File: config.mk
export PLATFORM = sky130hd
export DESIGN_NAME = rv_core
export DESIGN_NICKNAME = d
export VERILOG_FILES = /design/src/hdl/rv_isa_pkg.sv /design/src/hdl/rv_pipe_pkg.sv /design/src/hdl/rv_core.sv /design/src/hdl/rv_mem_stage.sv /design/src/hdl/rv_execute.sv /design/src/hdl/rv_hazard.sv /design/src/hdl/rv_decode.sv /design/src/hdl/rv_regfile.sv /design/src/hdl/rv_fetch.sv
export VERILOG_INCLUDE_DIRS = /design/src /design/src/hdl
export SDC_FILE = /design/constraint.sdc
export NUM_CORES = 2
export LEC_CHECK = 0
export BUFFER_PORTS_ARGS = -buffer_cell sky130_fd_sc_hd__buf_4
export CAP_MARGIN = 30
export CORE_UTILIZATION = 30
export DETAILED_ROUTE_END_ITERATION = 7
export GPL_ROUTABILITY_DRIVEN = 1
export HOLD_SLACK_MARGIN = 0.1
export SLEW_MARGIN = 25
export SYNTH_ARGS = -nofsm -noshare
export SYNTH_HDL_FRONTEND = slang
export SYNTH_SLANG_ARGS = --single-unit
File: constraint.sdc
create_clock -name clk -period 31.9 [get_ports clk]
set_input_delay 6.38 -clock clk [delete_from_list [all_inputs] [get_ports clk]]
set_output_delay 6.38 -clock clk [all_outputs]
set_load 0.03 [all_outputs]
File: src/hdl/rv_params.svh
`ifndef RV_PARAMS_SVH
`define RV_PARAMS_SVH

// Data and address width
`define RV_XLEN 32
// Architectural registers including x0
`define RV_REG_COUNT 32
`define RV_RESET_PC 32'h0000_0000
// ADDI x0, x0, 0
`define RV_NOP 32'h0000_0013

`endif
File: src/hdl/rv_isa_pkg.sv
`default_nettype none

`include "rv_params.svh"

package rv_isa_pkg;

  typedef logic [$clog2(`RV_REG_COUNT)-1:0] reg_idx_t;

  // Major opcodes of the supported subset
  typedef enum logic [6:0] {
    OP_LUI    = 7'b0110111,
    OP_OP_IMM = 7'b0010011,
    OP_OP     = 7'b0110011,
    OP_LOAD   = 7'b0000011,
    OP_STORE  = 7'b0100011,
    OP_BRANCH = 7'b1100011,
    OP_JAL    = 7'b1101111
  } opcode_e;

  typedef enum logic [2:0] {
    ALU_ADD,
    ALU_SUB,
    ALU_AND,
    ALU_OR,
    ALU_XOR,
    ALU_SLT,
    ALU_PASS_B
  } alu_op_e;

  typedef enum logic [1:0] {
    BR_NONE,
    BR_BEQ,
    BR_BNE,
    BR_JAL
  } branch_e;

  // All-zero value is a harmless no-op
  typedef struct packed {
    alu_op_e alu_op;
    branch_e branch;
    logic    use_rs1;
    logic    use_rs2;
    logic    a_pc;
    logic    b_imm;
    logic    load;
    logic    store;
    logic    reg_write;
  } ctrl_t;

endpackage

`default_nettype wire

File: src/hdl/rv_pipe_pkg.sv
`default_nettype none

`include "rv_params.svh"

package rv_pipe_pkg;

  typedef enum logic [1:0] {
    FWD_RF,
    FWD_MEM,
    FWD_WB
  } fwd_sel_e;

  // ==============================
  // Stage registers
  // ==============================

  typedef struct packed {
    logic                valid;
    logic [`RV_XLEN-1:0] pc;
    logic [`RV_XLEN-1:0] instr;
  } if_id_t;

  typedef struct packed {
    logic                 valid;
    logic [`RV_XLEN-1:0]  pc;
    rv_isa_pkg::ctrl_t    ctrl;
    rv_isa_pkg::reg_idx_t rs1_idx;
    rv_isa_pkg::reg_idx_t rs2_idx;
    rv_isa_pkg::reg_idx_t rd;
    logic [`RV_XLEN-1:0]  rs1_val;
    logic [`RV_XLEN-1:0]  rs2_val;
    logic [`RV_XLEN-1:0]  imm;
  } id_ex_t;

  typedef struct packed {
    logic                 valid;
    logic [`RV_XLEN-1:0]  pc;
    rv_isa_pkg::reg_idx_t rd;
    logic                 reg_write;
    logic                 load;
    logic                 store;
    logic [`RV_XLEN-1:0]  result;
    logic [`RV_XLEN-1:0]  store_data;
  } ex_mem_t;

  typedef struct packed {
    logic                 valid;
    logic [`RV_XLEN-1:0]  pc;
    rv_isa_pkg::reg_idx_t rd;
    logic                 reg_write;
    logic [`RV_XLEN-1:0]  wdata;
  } mem_wb_t;

  // ==============================
  // Wishbone classic and retire
  // ==============================

  typedef struct packed {
    logic                cyc;
    logic                stb;
    logic                we;
    logic [`RV_XLEN-1:0] adr;
    logic [`RV_XLEN-1:0] dat_w;
  } wb_req_t;

  typedef struct packed {
    logic                ack;
    logic [`RV_XLEN-1:0] dat_r;
  } wb_rsp_t;

  typedef struct packed {
    logic                 valid;
    logic [`RV_XLEN-1:0]  pc;
    rv_isa_pkg::reg_idx_t rd;
    logic                 we;
    logic [`RV_XLEN-1:0]  wdata;
  } retire_t;

endpackage

`default_nettype wire

File: src/hdl/rv_core.sv
`default_nettype none

`include "rv_params.svh"

module rv_core (
  input  logic                 clk,
  input  logic                 rst,
  output logic [`RV_XLEN-1:0]  imem_addr,
  input  logic [`RV_XLEN-1:0]  imem_data,
  output rv_pipe_pkg::wb_req_t wb_req,
  input  rv_pipe_pkg::wb_rsp_t wb_rsp,
  output rv_pipe_pkg::retire_t retire
);
  import rv_isa_pkg::*;
  import rv_pipe_pkg::*;

  if_id_t  if_id;
  id_ex_t  id_ex;
  ex_mem_t ex_mem;
  mem_wb_t mem_wb;

  // Stall and redirect
  logic                load_use;
  logic                mem_busy;
  logic                redirect_valid;
  logic [`RV_XLEN-1:0] redirect_pc;

  fwd_sel_e fwd_a;
  fwd_sel_e fwd_b;

  // Decode-stage register reads
  reg_idx_t            rs1_idx;
  reg_idx_t            rs2_idx;
  logic [`RV_XLEN-1:0] rs1_data;
  logic [`RV_XLEN-1:0] rs2_data;

  rv_fetch i_fetch (
    .clk(clk), .rst(rst), .load_use(load_use), .mem_busy(mem_busy),
    .redirect_valid(redirect_valid), .redirect_pc(redirect_pc),
    .imem_addr(imem_addr), .imem_data(imem_data), .if_id(if_id)
  );

  rv_decode i_decode (
    .clk(clk), .rst(rst), .load_use(load_use), .mem_busy(mem_busy),
    .redirect_valid(redirect_valid), .if_id(if_id),
    .rs1_idx(rs1_idx), .rs2_idx(rs2_idx), .rs1_data(rs1_data), .rs2_data(rs2_data),
    .id_ex(id_ex)
  );

  rv_regfile i_regfile (
    .clk(clk), .rs1_idx(rs1_idx), .rs2_idx(rs2_idx),
    .rs1_data(rs1_data), .rs2_data(rs2_data), .wb(mem_wb)
  );

  rv_hazard i_hazard (
    .id_ex(id_ex), .ex_mem(ex_mem), .mem_wb(mem_wb),
    .rs1_idx(rs1_idx), .rs2_idx(rs2_idx),
    .fwd_a(fwd_a), .fwd_b(fwd_b), .load_use(load_use)
  );

  rv_execute i_execute (
    .clk(clk), .rst(rst), .mem_busy(mem_busy), .id_ex(id_ex),
    .fwd_a(fwd_a), .fwd_b(fwd_b), .mem_fwd(ex_mem.result), .wb_fwd(mem_wb.wdata),
    .redirect_valid(redirect_valid), .redirect_pc(redirect_pc), .ex_mem(ex_mem)
  );

  rv_mem_stage i_mem_stage (
    .clk(clk), .rst(rst), .ex_mem(ex_mem), .wb_req(wb_req), .wb_rsp(wb_rsp),
    .mem_busy(mem_busy), .mem_wb(mem_wb), .retire(retire)
  );

endmodule

`default_nettype wire

File: src/hdl/rv_mem_stage.sv
`default_nettype none

`include "rv_params.svh"

module rv_mem_stage (
  input  logic                 clk,
  input  logic                 rst,
  input  rv_pipe_pkg::ex_mem_t ex_mem,
  output rv_pipe_pkg::wb_req_t wb_req,
  input  rv_pipe_pkg::wb_rsp_t wb_rsp,
  output logic                 mem_busy,
  output rv_pipe_pkg::mem_wb_t mem_wb,
  output rv_pipe_pkg::retire_t retire
);

  logic mem_op;
  logic ack_q;

  assign mem_op = ex_mem.valid && (ex_mem.load || ex_mem.store);

  // ==============================
  // Wishbone classic master
  // ==============================

  // One idle cycle after every ack
  always_ff @(posedge clk) begin
    if (rst) begin
      ack_q <= 1'b0;
    end else begin
      ack_q <= wb_req.cyc && wb_rsp.ack;
    end
  end

  always_comb begin
    wb_req.cyc   = mem_op && !ack_q;
    wb_req.stb   = mem_op && !ack_q;
    wb_req.we    = ex_mem.store;
    wb_req.adr   = ex_mem.result;
    wb_req.dat_w = ex_mem.store_data;
  end

  assign mem_busy = mem_op && !wb_rsp.ack;

  // ==============================
  // MEM/WB register and retire
  // ==============================

  always_ff @(posedge clk) begin
    if (rst) begin
      mem_wb.valid <= 1'b0;
    end else if (mem_busy) begin
      mem_wb.valid <= 1'b0;
    end else begin
      mem_wb.valid     <= ex_mem.valid;
      mem_wb.pc        <= ex_mem.pc;
      mem_wb.rd        <= ex_mem.rd;
      mem_wb.reg_write <= ex_mem.reg_write;
      mem_wb.wdata     <= ex_mem.load ? wb_rsp.dat_r : ex_mem.result;
    end
  end

  // x0 targets report no write
  always_comb begin
    retire.valid = mem_wb.valid;
    retire.pc    = mem_wb.pc;
    retire.rd    = mem_wb.rd;
    retire.we    = mem_wb.reg_write && (mem_wb.rd != '0);
    retire.wdata = mem_wb.wdata;
  end

endmodule

`default_nettype wire

File: src/hdl/rv_execute.sv
`default_nettype none

`include "rv_params.svh"

module rv_execute (
  input  logic                  clk,
  input  logic                  rst,
  input  logic                  mem_busy,
  input  rv_pipe_pkg::id_ex_t   id_ex,
  input  rv_pipe_pkg::fwd_sel_e fwd_a,
  input  rv_pipe_pkg::fwd_sel_e fwd_b,
  input  logic [`RV_XLEN-1:0]   mem_fwd,
  input  logic [`RV_XLEN-1:0]   wb_fwd,
  output logic                  redirect_valid,
  output logic [`RV_XLEN-1:0]   redirect_pc,
  output rv_pipe_pkg::ex_mem_t  ex_mem
);
  import rv_isa_pkg::*;
  import rv_pipe_pkg::*;

  logic [`RV_XLEN-1:0] fwd_a_val, fwd_b_val;
  logic [`RV_XLEN-1:0] rs_a, rs_b;
  logic [`RV_XLEN-1:0] op_a, op_b;
  logic [`RV_XLEN-1:0] alu_y;
  logic [`RV_XLEN-1:0] link_pc;
  logic                taken;
  logic                keep_valid;
  logic [`RV_XLEN-1:0] keep_a, keep_b;

  function automatic logic [`RV_XLEN-1:0] fwd_value(input fwd_sel_e sel,
      input logic [`RV_XLEN-1:0] reg_val, input logic [`RV_XLEN-1:0] mem_val,
      input logic [`RV_XLEN-1:0] wb_val);
    case (sel)
      FWD_MEM: return mem_val;
      FWD_WB:  return wb_val;
      default: return reg_val;
    endcase
  endfunction

  assign fwd_a_val = fwd_value(fwd_a, id_ex.rs1_val, mem_fwd, wb_fwd);
  assign fwd_b_val = fwd_value(fwd_b, id_ex.rs2_val, mem_fwd, wb_fwd);

  // ==============================
  // Operand freeze during stall
  // ==============================

  // Write-back drains to a bubble while the memory stage waits,
  // so forwarded operands are captured on the first stalled cycle
  always_ff @(posedge clk) begin
    if (rst) begin
      keep_valid <= 1'b0;
    end else begin
      keep_valid <= mem_busy;
    end
  end

  always_ff @(posedge clk) begin
    if (mem_busy && !keep_valid) begin
      keep_a <= fwd_a_val;
      keep_b <= fwd_b_val;
    end
  end

  assign rs_a = keep_valid ? keep_a : fwd_a_val;
  assign rs_b = keep_valid ? keep_b : fwd_b_val;

  // ==============================
  // ALU and branch
  // ==============================

  assign op_a    = id_ex.ctrl.a_pc ? id_ex.pc : rs_a;
  assign op_b    = id_ex.ctrl.b_imm ? id_ex.imm : rs_b;
  assign link_pc = id_ex.pc + `RV_XLEN'(4);

  always_comb begin
    case (id_ex.ctrl.alu_op)
      ALU_SUB:    alu_y = op_a - op_b;
      ALU_AND:    alu_y = op_a & op_b;
      ALU_OR:     alu_y = op_a | op_b;
      ALU_XOR:    alu_y = op_a ^ op_b;
      ALU_SLT:    alu_y = {{(`RV_XLEN-1){1'b0}}, $signed(op_a) < $signed(op_b)};
      ALU_PASS_B: alu_y = op_b;
      default:    alu_y = op_a + op_b;
    endcase
  end

  always_comb begin
    case (id_ex.ctrl.branch)
      BR_BEQ:  taken = (rs_a == rs_b);
      BR_BNE:  taken = (rs_a != rs_b);
      BR_JAL:  taken = 1'b1;
      default: taken = 1'b0;
    endcase
  end

  // Target is PC plus immediate from the ALU
  assign redirect_valid = id_ex.valid && taken && !mem_busy;
  assign redirect_pc    = alu_y;

  // ==============================
  // EX/MEM register
  // ==============================

  always_ff @(posedge clk) begin
    if (rst) begin
      ex_mem.valid <= 1'b0;
    end else if (!mem_busy) begin
      ex_mem.valid      <= id_ex.valid;
      ex_mem.pc         <= id_ex.pc;
      ex_mem.rd         <= id_ex.rd;
      ex_mem.reg_write  <= id_ex.ctrl.reg_write;
      ex_mem.load       <= id_ex.ctrl.load;
      ex_mem.store      <= id_ex.ctrl.store;
      ex_mem.result     <= (id_ex.ctrl.branch == BR_JAL) ? link_pc : alu_y;
      ex_mem.store_data <= rs_b;
    end
  end

endmodule

`default_nettype wire

File: src/hdl/rv_hazard.sv
`default_nettype none

module rv_hazard (
  input  rv_pipe_pkg::id_ex_t   id_ex,
  input  rv_pipe_pkg::ex_mem_t  ex_mem,
  input  rv_pipe_pkg::mem_wb_t  mem_wb,
  input  rv_isa_pkg::reg_idx_t  rs1_idx,
  input  rv_isa_pkg::reg_idx_t  rs2_idx,
  output rv_pipe_pkg::fwd_sel_e fwd_a,
  output rv_pipe_pkg::fwd_sel_e fwd_b,
  output logic                  load_use
);
  import rv_isa_pkg::*;
  import rv_pipe_pkg::*;

  // Youngest matching producer wins
  function automatic fwd_sel_e pick_src(input logic used, input reg_idx_t src);
    fwd_sel_e sel;
    sel = FWD_RF;
    if (used && (src != '0)) begin
      // Load data is not ready in the memory stage
      if (ex_mem.valid && ex_mem.reg_write && !ex_mem.load && (ex_mem.rd == src)) begin
        sel = FWD_MEM;
      end else if (mem_wb.valid && mem_wb.reg_write && (mem_wb.rd == src)) begin
        sel = FWD_WB;
      end
    end
    return sel;
  endfunction

  always_comb begin
    fwd_a = pick_src(id_ex.ctrl.use_rs1, id_ex.rs1_idx);
    fwd_b = pick_src(id_ex.ctrl.use_rs2, id_ex.rs2_idx);
  end

  // Load in execute feeding the instruction in decode
  always_comb begin
    load_use = id_ex.valid && id_ex.ctrl.load && (id_ex.rd != '0) &&
               ((id_ex.rd == rs1_idx) || (id_ex.rd == rs2_idx));
  end

endmodule

`default_nettype wire

File: src/hdl/rv_decode.sv
`default_nettype none

`include "rv_params.svh"

module rv_decode (
  input  logic                 clk,
  input  logic                 rst,
  input  logic                 load_use,
  input  logic                 mem_busy,
  input  logic                 redirect_valid,
  input  rv_pipe_pkg::if_id_t  if_id,
  output rv_isa_pkg::reg_idx_t rs1_idx,
  output rv_isa_pkg::reg_idx_t rs2_idx,
  input  logic [`RV_XLEN-1:0]  rs1_data,
  input  logic [`RV_XLEN-1:0]  rs2_data,
  output rv_pipe_pkg::id_ex_t  id_ex
);
  import rv_isa_pkg::*;

  logic [`RV_XLEN-1:0] instr;
  logic [2:0]          funct3;
  logic [6:0]          funct7;
  ctrl_t               ctrl;
  logic [`RV_XLEN-1:0] imm;

  assign instr   = if_id.instr;
  assign funct3  = instr[14:12];
  assign funct7  = instr[31:25];
  assign rs1_idx = instr[19:15];
  assign rs2_idx = instr[24:20];

  // ==============================
  // Control and immediate
  // ==============================

  always_comb begin
    ctrl = '0;
    imm  = '0;
    case (opcode_e'(instr[6:0]))
      OP_LUI: begin
        ctrl.alu_op    = ALU_PASS_B;
        ctrl.b_imm     = 1'b1;
        ctrl.reg_write = 1'b1;
        imm            = {instr[31:12], 12'b0};
      end
      OP_OP_IMM: begin
        imm = {{20{instr[31]}}, instr[31:20]};
        // ADDI only
        if (funct3 == 3'b000) begin
          ctrl.use_rs1   = 1'b1;
          ctrl.b_imm     = 1'b1;
          ctrl.reg_write = 1'b1;
        end
      end
      OP_OP: begin
        ctrl.use_rs1   = 1'b1;
        ctrl.use_rs2   = 1'b1;
        ctrl.reg_write = 1'b1;
        case ({funct7, funct3})
          10'b0000000_000: ctrl.alu_op = ALU_ADD;
          10'b0100000_000: ctrl.alu_op = ALU_SUB;
          10'b0000000_111: ctrl.alu_op = ALU_AND;
          10'b0000000_110: ctrl.alu_op = ALU_OR;
          10'b0000000_100: ctrl.alu_op = ALU_XOR;
          10'b0000000_010: ctrl.alu_op = ALU_SLT;
          default:         ctrl        = '0;
        endcase
      end
      OP_LOAD: begin
        imm = {{20{instr[31]}}, instr[31:20]};
        // Word access only
        if (funct3 == 3'b010) begin
          ctrl.use_rs1   = 1'b1;
          ctrl.b_imm     = 1'b1;
          ctrl.load      = 1'b1;
          ctrl.reg_write = 1'b1;
        end
      end
      OP_STORE: begin
        imm = {{20{instr[31]}}, instr[31:25], instr[11:7]};
        if (funct3 == 3'b010) begin
          ctrl.use_rs1 = 1'b1;
          ctrl.use_rs2 = 1'b1;
          ctrl.b_imm   = 1'b1;
          ctrl.store   = 1'b1;
        end
      end
      OP_BRANCH: begin
        imm = {{19{instr[31]}}, instr[31], instr[7], instr[30:25], instr[11:8], 1'b0};
        if (funct3 == 3'b000 || funct3 == 3'b001) begin
          ctrl.branch  = (funct3 == 3'b000) ? BR_BEQ : BR_BNE;
          ctrl.use_rs1 = 1'b1;
          ctrl.use_rs2 = 1'b1;
          ctrl.a_pc    = 1'b1;
          ctrl.b_imm   = 1'b1;
        end
      end
      OP_JAL: begin
        imm = {{11{instr[31]}}, instr[31], instr[19:12], instr[20], instr[30:21], 1'b0};
        ctrl.branch    = BR_JAL;
        ctrl.a_pc      = 1'b1;
        ctrl.b_imm     = 1'b1;
        ctrl.reg_write = 1'b1;
      end
      default: ;
    endcase
  end

  // ==============================
  // ID/EX register
  // ==============================

  always_ff @(posedge clk) begin
    if (rst) begin
      id_ex.valid <= 1'b0;
    end else if (!mem_busy) begin
      if (load_use || redirect_valid) begin
        id_ex.valid <= 1'b0;
      end else begin
        id_ex.valid   <= if_id.valid;
        id_ex.pc      <= if_id.pc;
        id_ex.ctrl    <= ctrl;
        id_ex.rs1_idx <= rs1_idx;
        id_ex.rs2_idx <= rs2_idx;
        id_ex.rd      <= instr[11:7];
        id_ex.rs1_val <= rs1_data;
        id_ex.rs2_val <= rs2_data;
        id_ex.imm     <= imm;
      end
    end
  end

endmodule

`default_nettype wire

File: src/hdl/rv_regfile.sv
`default_nettype none

`include "rv_params.svh"

module rv_regfile (
  input  logic                 clk,
  input  rv_isa_pkg::reg_idx_t rs1_idx,
  input  rv_isa_pkg::reg_idx_t rs2_idx,
  output logic [`RV_XLEN-1:0]  rs1_data,
  output logic [`RV_XLEN-1:0]  rs2_data,
  input  rv_pipe_pkg::mem_wb_t wb
);
  import rv_isa_pkg::*;

  // x0 has no storage
  logic [`RV_XLEN-1:0] regs [1:`RV_REG_COUNT-1];
  logic                wr_en;

  assign wr_en = wb.valid && wb.reg_write && (wb.rd != '0);

  always_ff @(posedge clk) begin
    if (wr_en) begin
      regs[wb.rd] <= wb.wdata;
    end
  end

  // Same-cycle write is visible to decode
  function automatic logic [`RV_XLEN-1:0] read_reg(input reg_idx_t idx);
    if (idx == '0) return '0;
    if (wr_en && (wb.rd == idx)) return wb.wdata;
    return regs[idx];
  endfunction

  always_comb begin
    rs1_data = read_reg(rs1_idx);
    rs2_data = read_reg(rs2_idx);
  end

endmodule

`default_nettype wire

File: src/hdl/rv_fetch.sv
`default_nettype none

`include "rv_params.svh"

module rv_fetch (
  input  logic                 clk,
  input  logic                 rst,
  input  logic                 load_use,
  input  logic                 mem_busy,
  input  logic                 redirect_valid,
  input  logic [`RV_XLEN-1:0]  redirect_pc,
  output logic [`RV_XLEN-1:0]  imem_addr,
  input  logic [`RV_XLEN-1:0]  imem_data,
  output rv_pipe_pkg::if_id_t  if_id
);

  logic [`RV_XLEN-1:0] pc;

  // Instruction port answers in the same cycle
  assign imem_addr = pc;

  always_ff @(posedge clk) begin
    if (rst) begin
      pc          <= `RV_RESET_PC;
      if_id.valid <= 1'b0;
    end else if (!mem_busy) begin
      if (redirect_valid) begin
        // Word being fetched is on the wrong path
        pc          <= redirect_pc;
        if_id.valid <= 1'b0;
        if_id.pc    <= pc;
        if_id.instr <= `RV_NOP;
      end else if (!load_use) begin
        pc          <= pc + `RV_XLEN'(4);
        if_id.valid <= 1'b1;
        if_id.pc    <= pc;
        if_id.instr <= imem_data;
      end
    end
  end

endmodule

`default_nettype wire

* Yosys cells after proc, flatten, opt, wreduce, memory -nomap -nowiden *
Memory sizes are Yosys's and may differ from the RTL's. A register that Yosys moved wholly into a read port is not among the register bits.
Cells that the tools add are included.

operators by class
  add/sub/neg operators = 4
  order comparisons = 1
  equal/unequal tests = 38
  muxes and demuxes = 58
  bitwise gates (word level) = 6
  reductions and logical operators = 48

operator list
  kind                     number
  $mux W32                 16
  $pmux W32 S6             1
  $pmux W32 S5             1
  $mux W65                 2
  $pmux W32 S2             2
  $add A32 B3 Y32 const B  2
  $eq A5 B5 Y1             8
  $add A32 B32 Y32         1
  $and A32 B32 Y32         1
  $eq A32 B32 Y1           1
  $lt A32 B32 Y1           1
  $ne A32 B32 Y1           1
  $or A32 B32 Y32          1
  $sub A32 B32 Y32         1
  $xor A32 B32 Y32         1
  $eq A10 B3 Y1 const B    3
  $logic_and A1 B1 Y1      23
  $eq A7 B6 Y1 const B     3
  $mux W5                  4
  $reduce_bool A5 Y1       4
  $mux W2                  8
  $pmux W3 S5              1
  $eq A7 B7 Y1 const B     2
  $mux W1                  11
  29 further kinds         56

word-level totals
  bits in registers = 495
  memory bits (writable) = 992
  input bits = 67
  output and inout port bits = 170
  logic and storage cells = 194
  memories kept = 1

memory list
  memory          depth  bits a word  rd ports  clocked after Yosys merged registers in  wr ports  RTL line          RTL
  i_regfile.regs  31     32           2         2                                        1         rv_regfile.sv:16  logic [`RV_XLEN-1:0] regs [1:`RV_REG_COUNT-1];

* Logic depth before layout (Yosys ltp) *
  word-level depth = 15
  depth in mapped cells = 28
  depth with buffers taken out = 25

* By module *
From an unflattened synthesis, not the netlist that was laid out.

second synthesis, totals
  cell total of the unflattened synthesis = 5397
  area total of the unflattened synthesis = 76390.8 sq um

modules (own cells, without submodules)
  module        instances  cells each  area an instance (sq um)  seq. area each (sq um)
  rv_regfile    1          2804        47702.0                   29788.6
  rv_execute    1          1617        14747.9                   5084.9
  rv_decode     1          276         5507.8                    4674.5
  rv_fetch      1          393         4406.7                    2582.5
  rv_mem_stage  1          253         3613.5                    2142.1
  rv_hazard     1          54          412.9                     0.0

* Worst setup path before layout *
No wires, ideal clock.

  path type = input to register
  start point = input port rst
  end point = register i_execute.ex_mem[0] (netlist name)
  setup time = 0.710 ns
  arrival time = 14.054 ns
  data required time = 31.190 ns
  path slack = 17.135 ns
  cell stages on the path = 3
  path buffers = 2
  cells stage by stage = clkbuf_1 > clkbuf_1 > nor2_1

between the ends
  longest elaborated chain between the ends = 2

ends and longest elaborated chain
  item                                RTL line      RTL
  start, declared                     rv_core.sv:7  input logic rst,
  $not A1 Y1 (no source line)         n/a
  $reduce_and A2 Y1 (no source line)  n/a

No other way between the ends.
A chain may end at the register's enable or synchronous reset.

* Worst setup path in the final report *
  start point = input port wb_rsp[32] (netlist name)
  end point = register i_decode.id_ex[53] (netlist name)

between the ends
  longest elaborated chain between the ends = 7
  elaborated cells on any way between the ends = 8
  those cells by class = bitwise: 2; reduce/logical: 6

ends and longest elaborated chain
  item                                  RTL line            RTL
  start, declared                       rv_core.sv:11       input rv_pipe_pkg::wb_rsp_t wb_rsp,
  $logic_not A1 Y1 *                    rv_mem_stage.sv:42  assign mem_busy = mem_op && !wb_rsp.ack;
  $logic_and A1 B1 Y1 *                 rv_mem_stage.sv:42
  $logic_not A1 Y1                      rv_execute.sv:97    assign redirect_valid = id_ex.valid && taken && !mem_busy;
  $logic_and A1 B1 Y1                   rv_execute.sv:97
  $logic_or A1 B1 Y1                    rv_decode.sv:117    if (load_use || redirect_valid) begin
  $not A1 Y1 (no source line)           n/a
  $reduce_and A3 Y1 (no source line) *  n/a

Every way passes the cells marked *; elsewhere a longest branch is shown, timed or not.

==> summary.md <==
| Metric | Value |
|---|---|
| Clock Path Buffers | 3 |
| WHS | 0.413 ns |
| Worst setup path start | wb_rsp[32] |
| Hold Violations, Final | 0 |
| Syn. warnings | 0 |
| Post-route clock skew | 0.0430 ns |
| Cells after Synth | 4840 |
| FF-to-FF End | i_fetch.imem_addr[21]$_SDFFE_PP0P_ |
| Most used routing layer in global routing | met2 |
| Overall Power | 5.13 mW |
| Tightest Pin Transition | 1.10 ns |
| Synth Register Bits | 1497 |
| Vias per std cell | 5.54 |
| Startpoint types | input port |
| Multiplexer area fraction after synthesis | 20.3% |
| Die X | 501 um |
| Setup TNS | 0 ns |
| Arrival @ worst endpoint | 9.60 ns |
| Simple-gate share of the synthesized area | 5.11% |
| Max-slew violation count | 0 |
| Max Cap Violations | 0 |
| Leakage | 28.1 nW |
| Crit Path Max Fanout | 76 |
| Avg Synthesized Cell Area | 15.5 sq um |
| DRC | 0 |
| Peak VDD IR | 45.2 uV |
| Placed Area | 0.0798 sq mm |
| Vias in the first global route | 45107 |
| Fmax | 109 MHz |
| CTS root buf | clkbuf_16 |
| NumNets Final | 5082 |
| HP Class | flip-flop to flip-flop |
| Sequential-to-total area share from yosys stat | 59.4% |
| Post-CTS resize count | 0 |
| GRT Resource Usage Total | 19.3% |
| Compound-Gate Fraction of Synth Area | 7.70% |
| Die area | 0.251 sq mm |
| Clk sinks | 1497 |
| Global-route wire length before repair | 346 mm |
| Largest area contributor in the netlist | edfxtp_1 |
| PortBufs | 236 |
| Area growth from synthesis to layout | 13.6% |
| Syn nets | 5011 |
| Setup-failing EPs final | 0 |
| RSZ-0062 raised after global routing | false |
| Worst setup EP type | flip-flop |
| Adder-cell share of the synthesized area | 1.76% |
| Pin count of the biggest net entering global routing | 105 |
| Status | finished, final reports clean |
| Finished Cell Area | 0.0850 sq mm |
| RePlAce Congestion | 0.901 |
| Post-CTS setup buffer count | 0 |
| R2r setup slk | 24.17 ns |
| FFs w/ async S/R, synth | 0% |
| Worst EP required | 32.32 ns |
| Average wire per cell in the routed design | 29.5 um |
| CTS tree | done |
| Row Count | 182 |
| Met2 Use GR | 31.8% |
| Fill cells | 23456 |
| Top post-synthesis cells by area | edfxtp_1 58%, mux4_2 17%, mux2i_1 2.2% |
| Starting DRT DRC Count | 4820 |
| Yosys top cell area share | 58.1% |
| R2R cell count | 23 |
| Drt first pass iters | 6 |
| Most frequent cells in the layout | 1449 x edfxtp_1, 552 x mux4_2, 377 x buf_4, 301 x nor2_1, 189 x nand2_1 |
| Post-route ant nets | 0 |
| CTS buffer count | 156 |
| Met3 Use GR | 3.48% |
| Main combinational cell family by area after synthesis | multiplexers |
| Post-layout min period | 9.18 ns |
| Fin crit share | 28.8% |
| Initial Util | 30.3% |
| EDFF count, synth | 1449 |
| Global route overflow | 0 |
| Initial antenna violation count | 10 |
| DPL Wire Length | 158 mm |
| DR vias | 46294 |
| Primary FF master, synth | edfxtp_1 |
| Critical path type | input port to flip-flop |
| Clock Pin Slew Worst Setup and Hold Paths | 0.06 ns |
| I/O pin cnt | 237 |
| Die H | 501 um |
| Worst setup path end | i_decode.id_ex[53]$_SDFFCE_PN0P_ |
| Post-Synth XOR/XNOR Area | 1.85% |
| H-tree Lvls | 4 |
| GR Util met1 | 24.9% |
| Mapped Area | 0.0748 sq mm |
| Core area | 0.247 sq mm |
| RR Startpoint | i_execute.ex_mem[65]$_DFFE_PP_ |
| Slew headroom | 26.2% |
| Most common library cell in the layout ignoring fill and taps | edfxtp_1 |
| Final wirelength | 246 mm |
| PwrDens | 60.3 mW/mm^2 |
| Clock latency reported for the late side of the worst-skew pair | 0.83 ns |
| Synth cell types | 93 |
| Layout cells sized above 1 | 27.3% |
| CTS Hold Buffers Added | 0 |
## power by group
| part | switching [mW] | total, mW | internal [mW] |
|---|---|---|---|
| registers | 0.0968 | 2.36 | 2.26 |
| logic | 0.579 | 0.933 | 0.355 |
| clock network | 0.803 | 1.84 | 1.03 |
## sequential cells by signal, indices dropped and copies added (netlist names), 32 cells and up, named ones only
signal and flops:
i_fetch.imem_addr 32, i_regfile.regs 992, i_execute.keep_b 32, i_mem_stage.mem_wb 71, i_fetch.if_id 65, i_decode.id_ex 156
i_execute.ex_mem 105, i_execute.keep_a 32
## worst min path at each step
stage / startpoint / to / slack [ns] / depth (start not counted)
detailed placement: i_fetch.if_id[55]$_DFFE_PP_ / i_decode.id_ex[146]$_DFFE_PP_ / 0.40 / 0
finish: i_fetch.if_id[60]$_DFFE_PP_ / i_decode.id_ex[151]$_DFFE_PP_ / 0.41 / 0
global placement: i_fetch.if_id[35]$_DFFE_PP_ / i_decode.id_ex[126]$_DFFE_PP_ / 0.40 / 0
CTS: i_fetch.if_id[60]$_DFFE_PP_ / i_decode.id_ex[151]$_DFFE_PP_ / 0.41 / 0
floorplan: i_fetch.if_id[32]$_DFFE_PP_ / i_decode.id_ex[123]$_DFFE_PP_ / 0.40 / 0
global route: i_fetch.if_id[56]$_DFFE_PP_ / i_decode.id_ex[147]$_DFFE_PP_ / 0.43 / 0
## through the flow
stage | util, % | worst slack (ns) | std cells
after floorplan | - | 17.14 | 4840
after global placement | 32.3 | 21.96 | 8059
after detailed placement | 32.3 | 21.92 | 8062
after CTS | 34.4 | 22.79 | 8351
after global routing | 34.5 | 22.58 | 8355
final | 34.5 | 22.72 | 8356
## metal layers
| layer | wire length, um | up-vias |
|---|---|---|
| met2 | 119000 | 2273 |
| met5 | 13 | - |
| met1 | 95500 | 24241 |
| met3 | 20600 | 379 |
| li1 | - | 19399 |
| met4 | 10800 | 2 |
## cell type report
type | instances | area [sq um] | area share, %
Timing Repair Buffer | 385 | 2960 | 3.48
Tap cell | 3312 | 4140 | 4.87
Antenna cell | 2 | 5.00 | 0.00589
Clock inverter | 98 | 1010 | 1.19
Clock buffer | 191 | 4140 | 4.87
Sequential cell | 1497 | 44500 | 52.3
Multi-Input combinational cell | 2739 | 27800 | 32.7
Inverter | 132 | 495 | 0.583
## kinds of logic after synthesis
logic type	after synthesis
DFF	1497
AOI/OAI and AO/OA	842
and+or+nand+nor	820
muxes	815
buffers and inverters	604
xor gates and xnor gates	158
adders and majority gates	104
## cells in the mapped netlist (16+ instances only)
cell type	count
edfxtp_1	1449
mux4_2	552
nor2_1	337
clkbuf_1	200
nand2_1	189
a21oi_1	173
mux2i_1	165
a211oi_1	163
o21ai_0	158
buf_4	139
inv_1	128
ha_1	102
xnor2_1	99
mux2_2	98
buf_1	77
xor2_1	59
buf_2	49
dfxtp_1	48
and2_1	46
a21o_1	45
nand3_1	44
a22oi_1	37
nor2b_1	36
a221oi_1	28
nor3_1	28
o31ai_1	27
nand4_1	26
and3_1	22
a221o_1	17
nor4_1	17
o211ai_1	17
o22ai_1	17
a22o_1	16
nand2b_1	16
## worst max-delay path, cell delays in order
cell and delay, ns:
buf_4 0.13, or2_2 0.35, and2_1 0.20, and4_4 0.22
nor2_4 0.11, and3_4 0.58, buf_4 0.64, buf_4 0.81
Note: power is estimated with default switching activity, not from simulation.
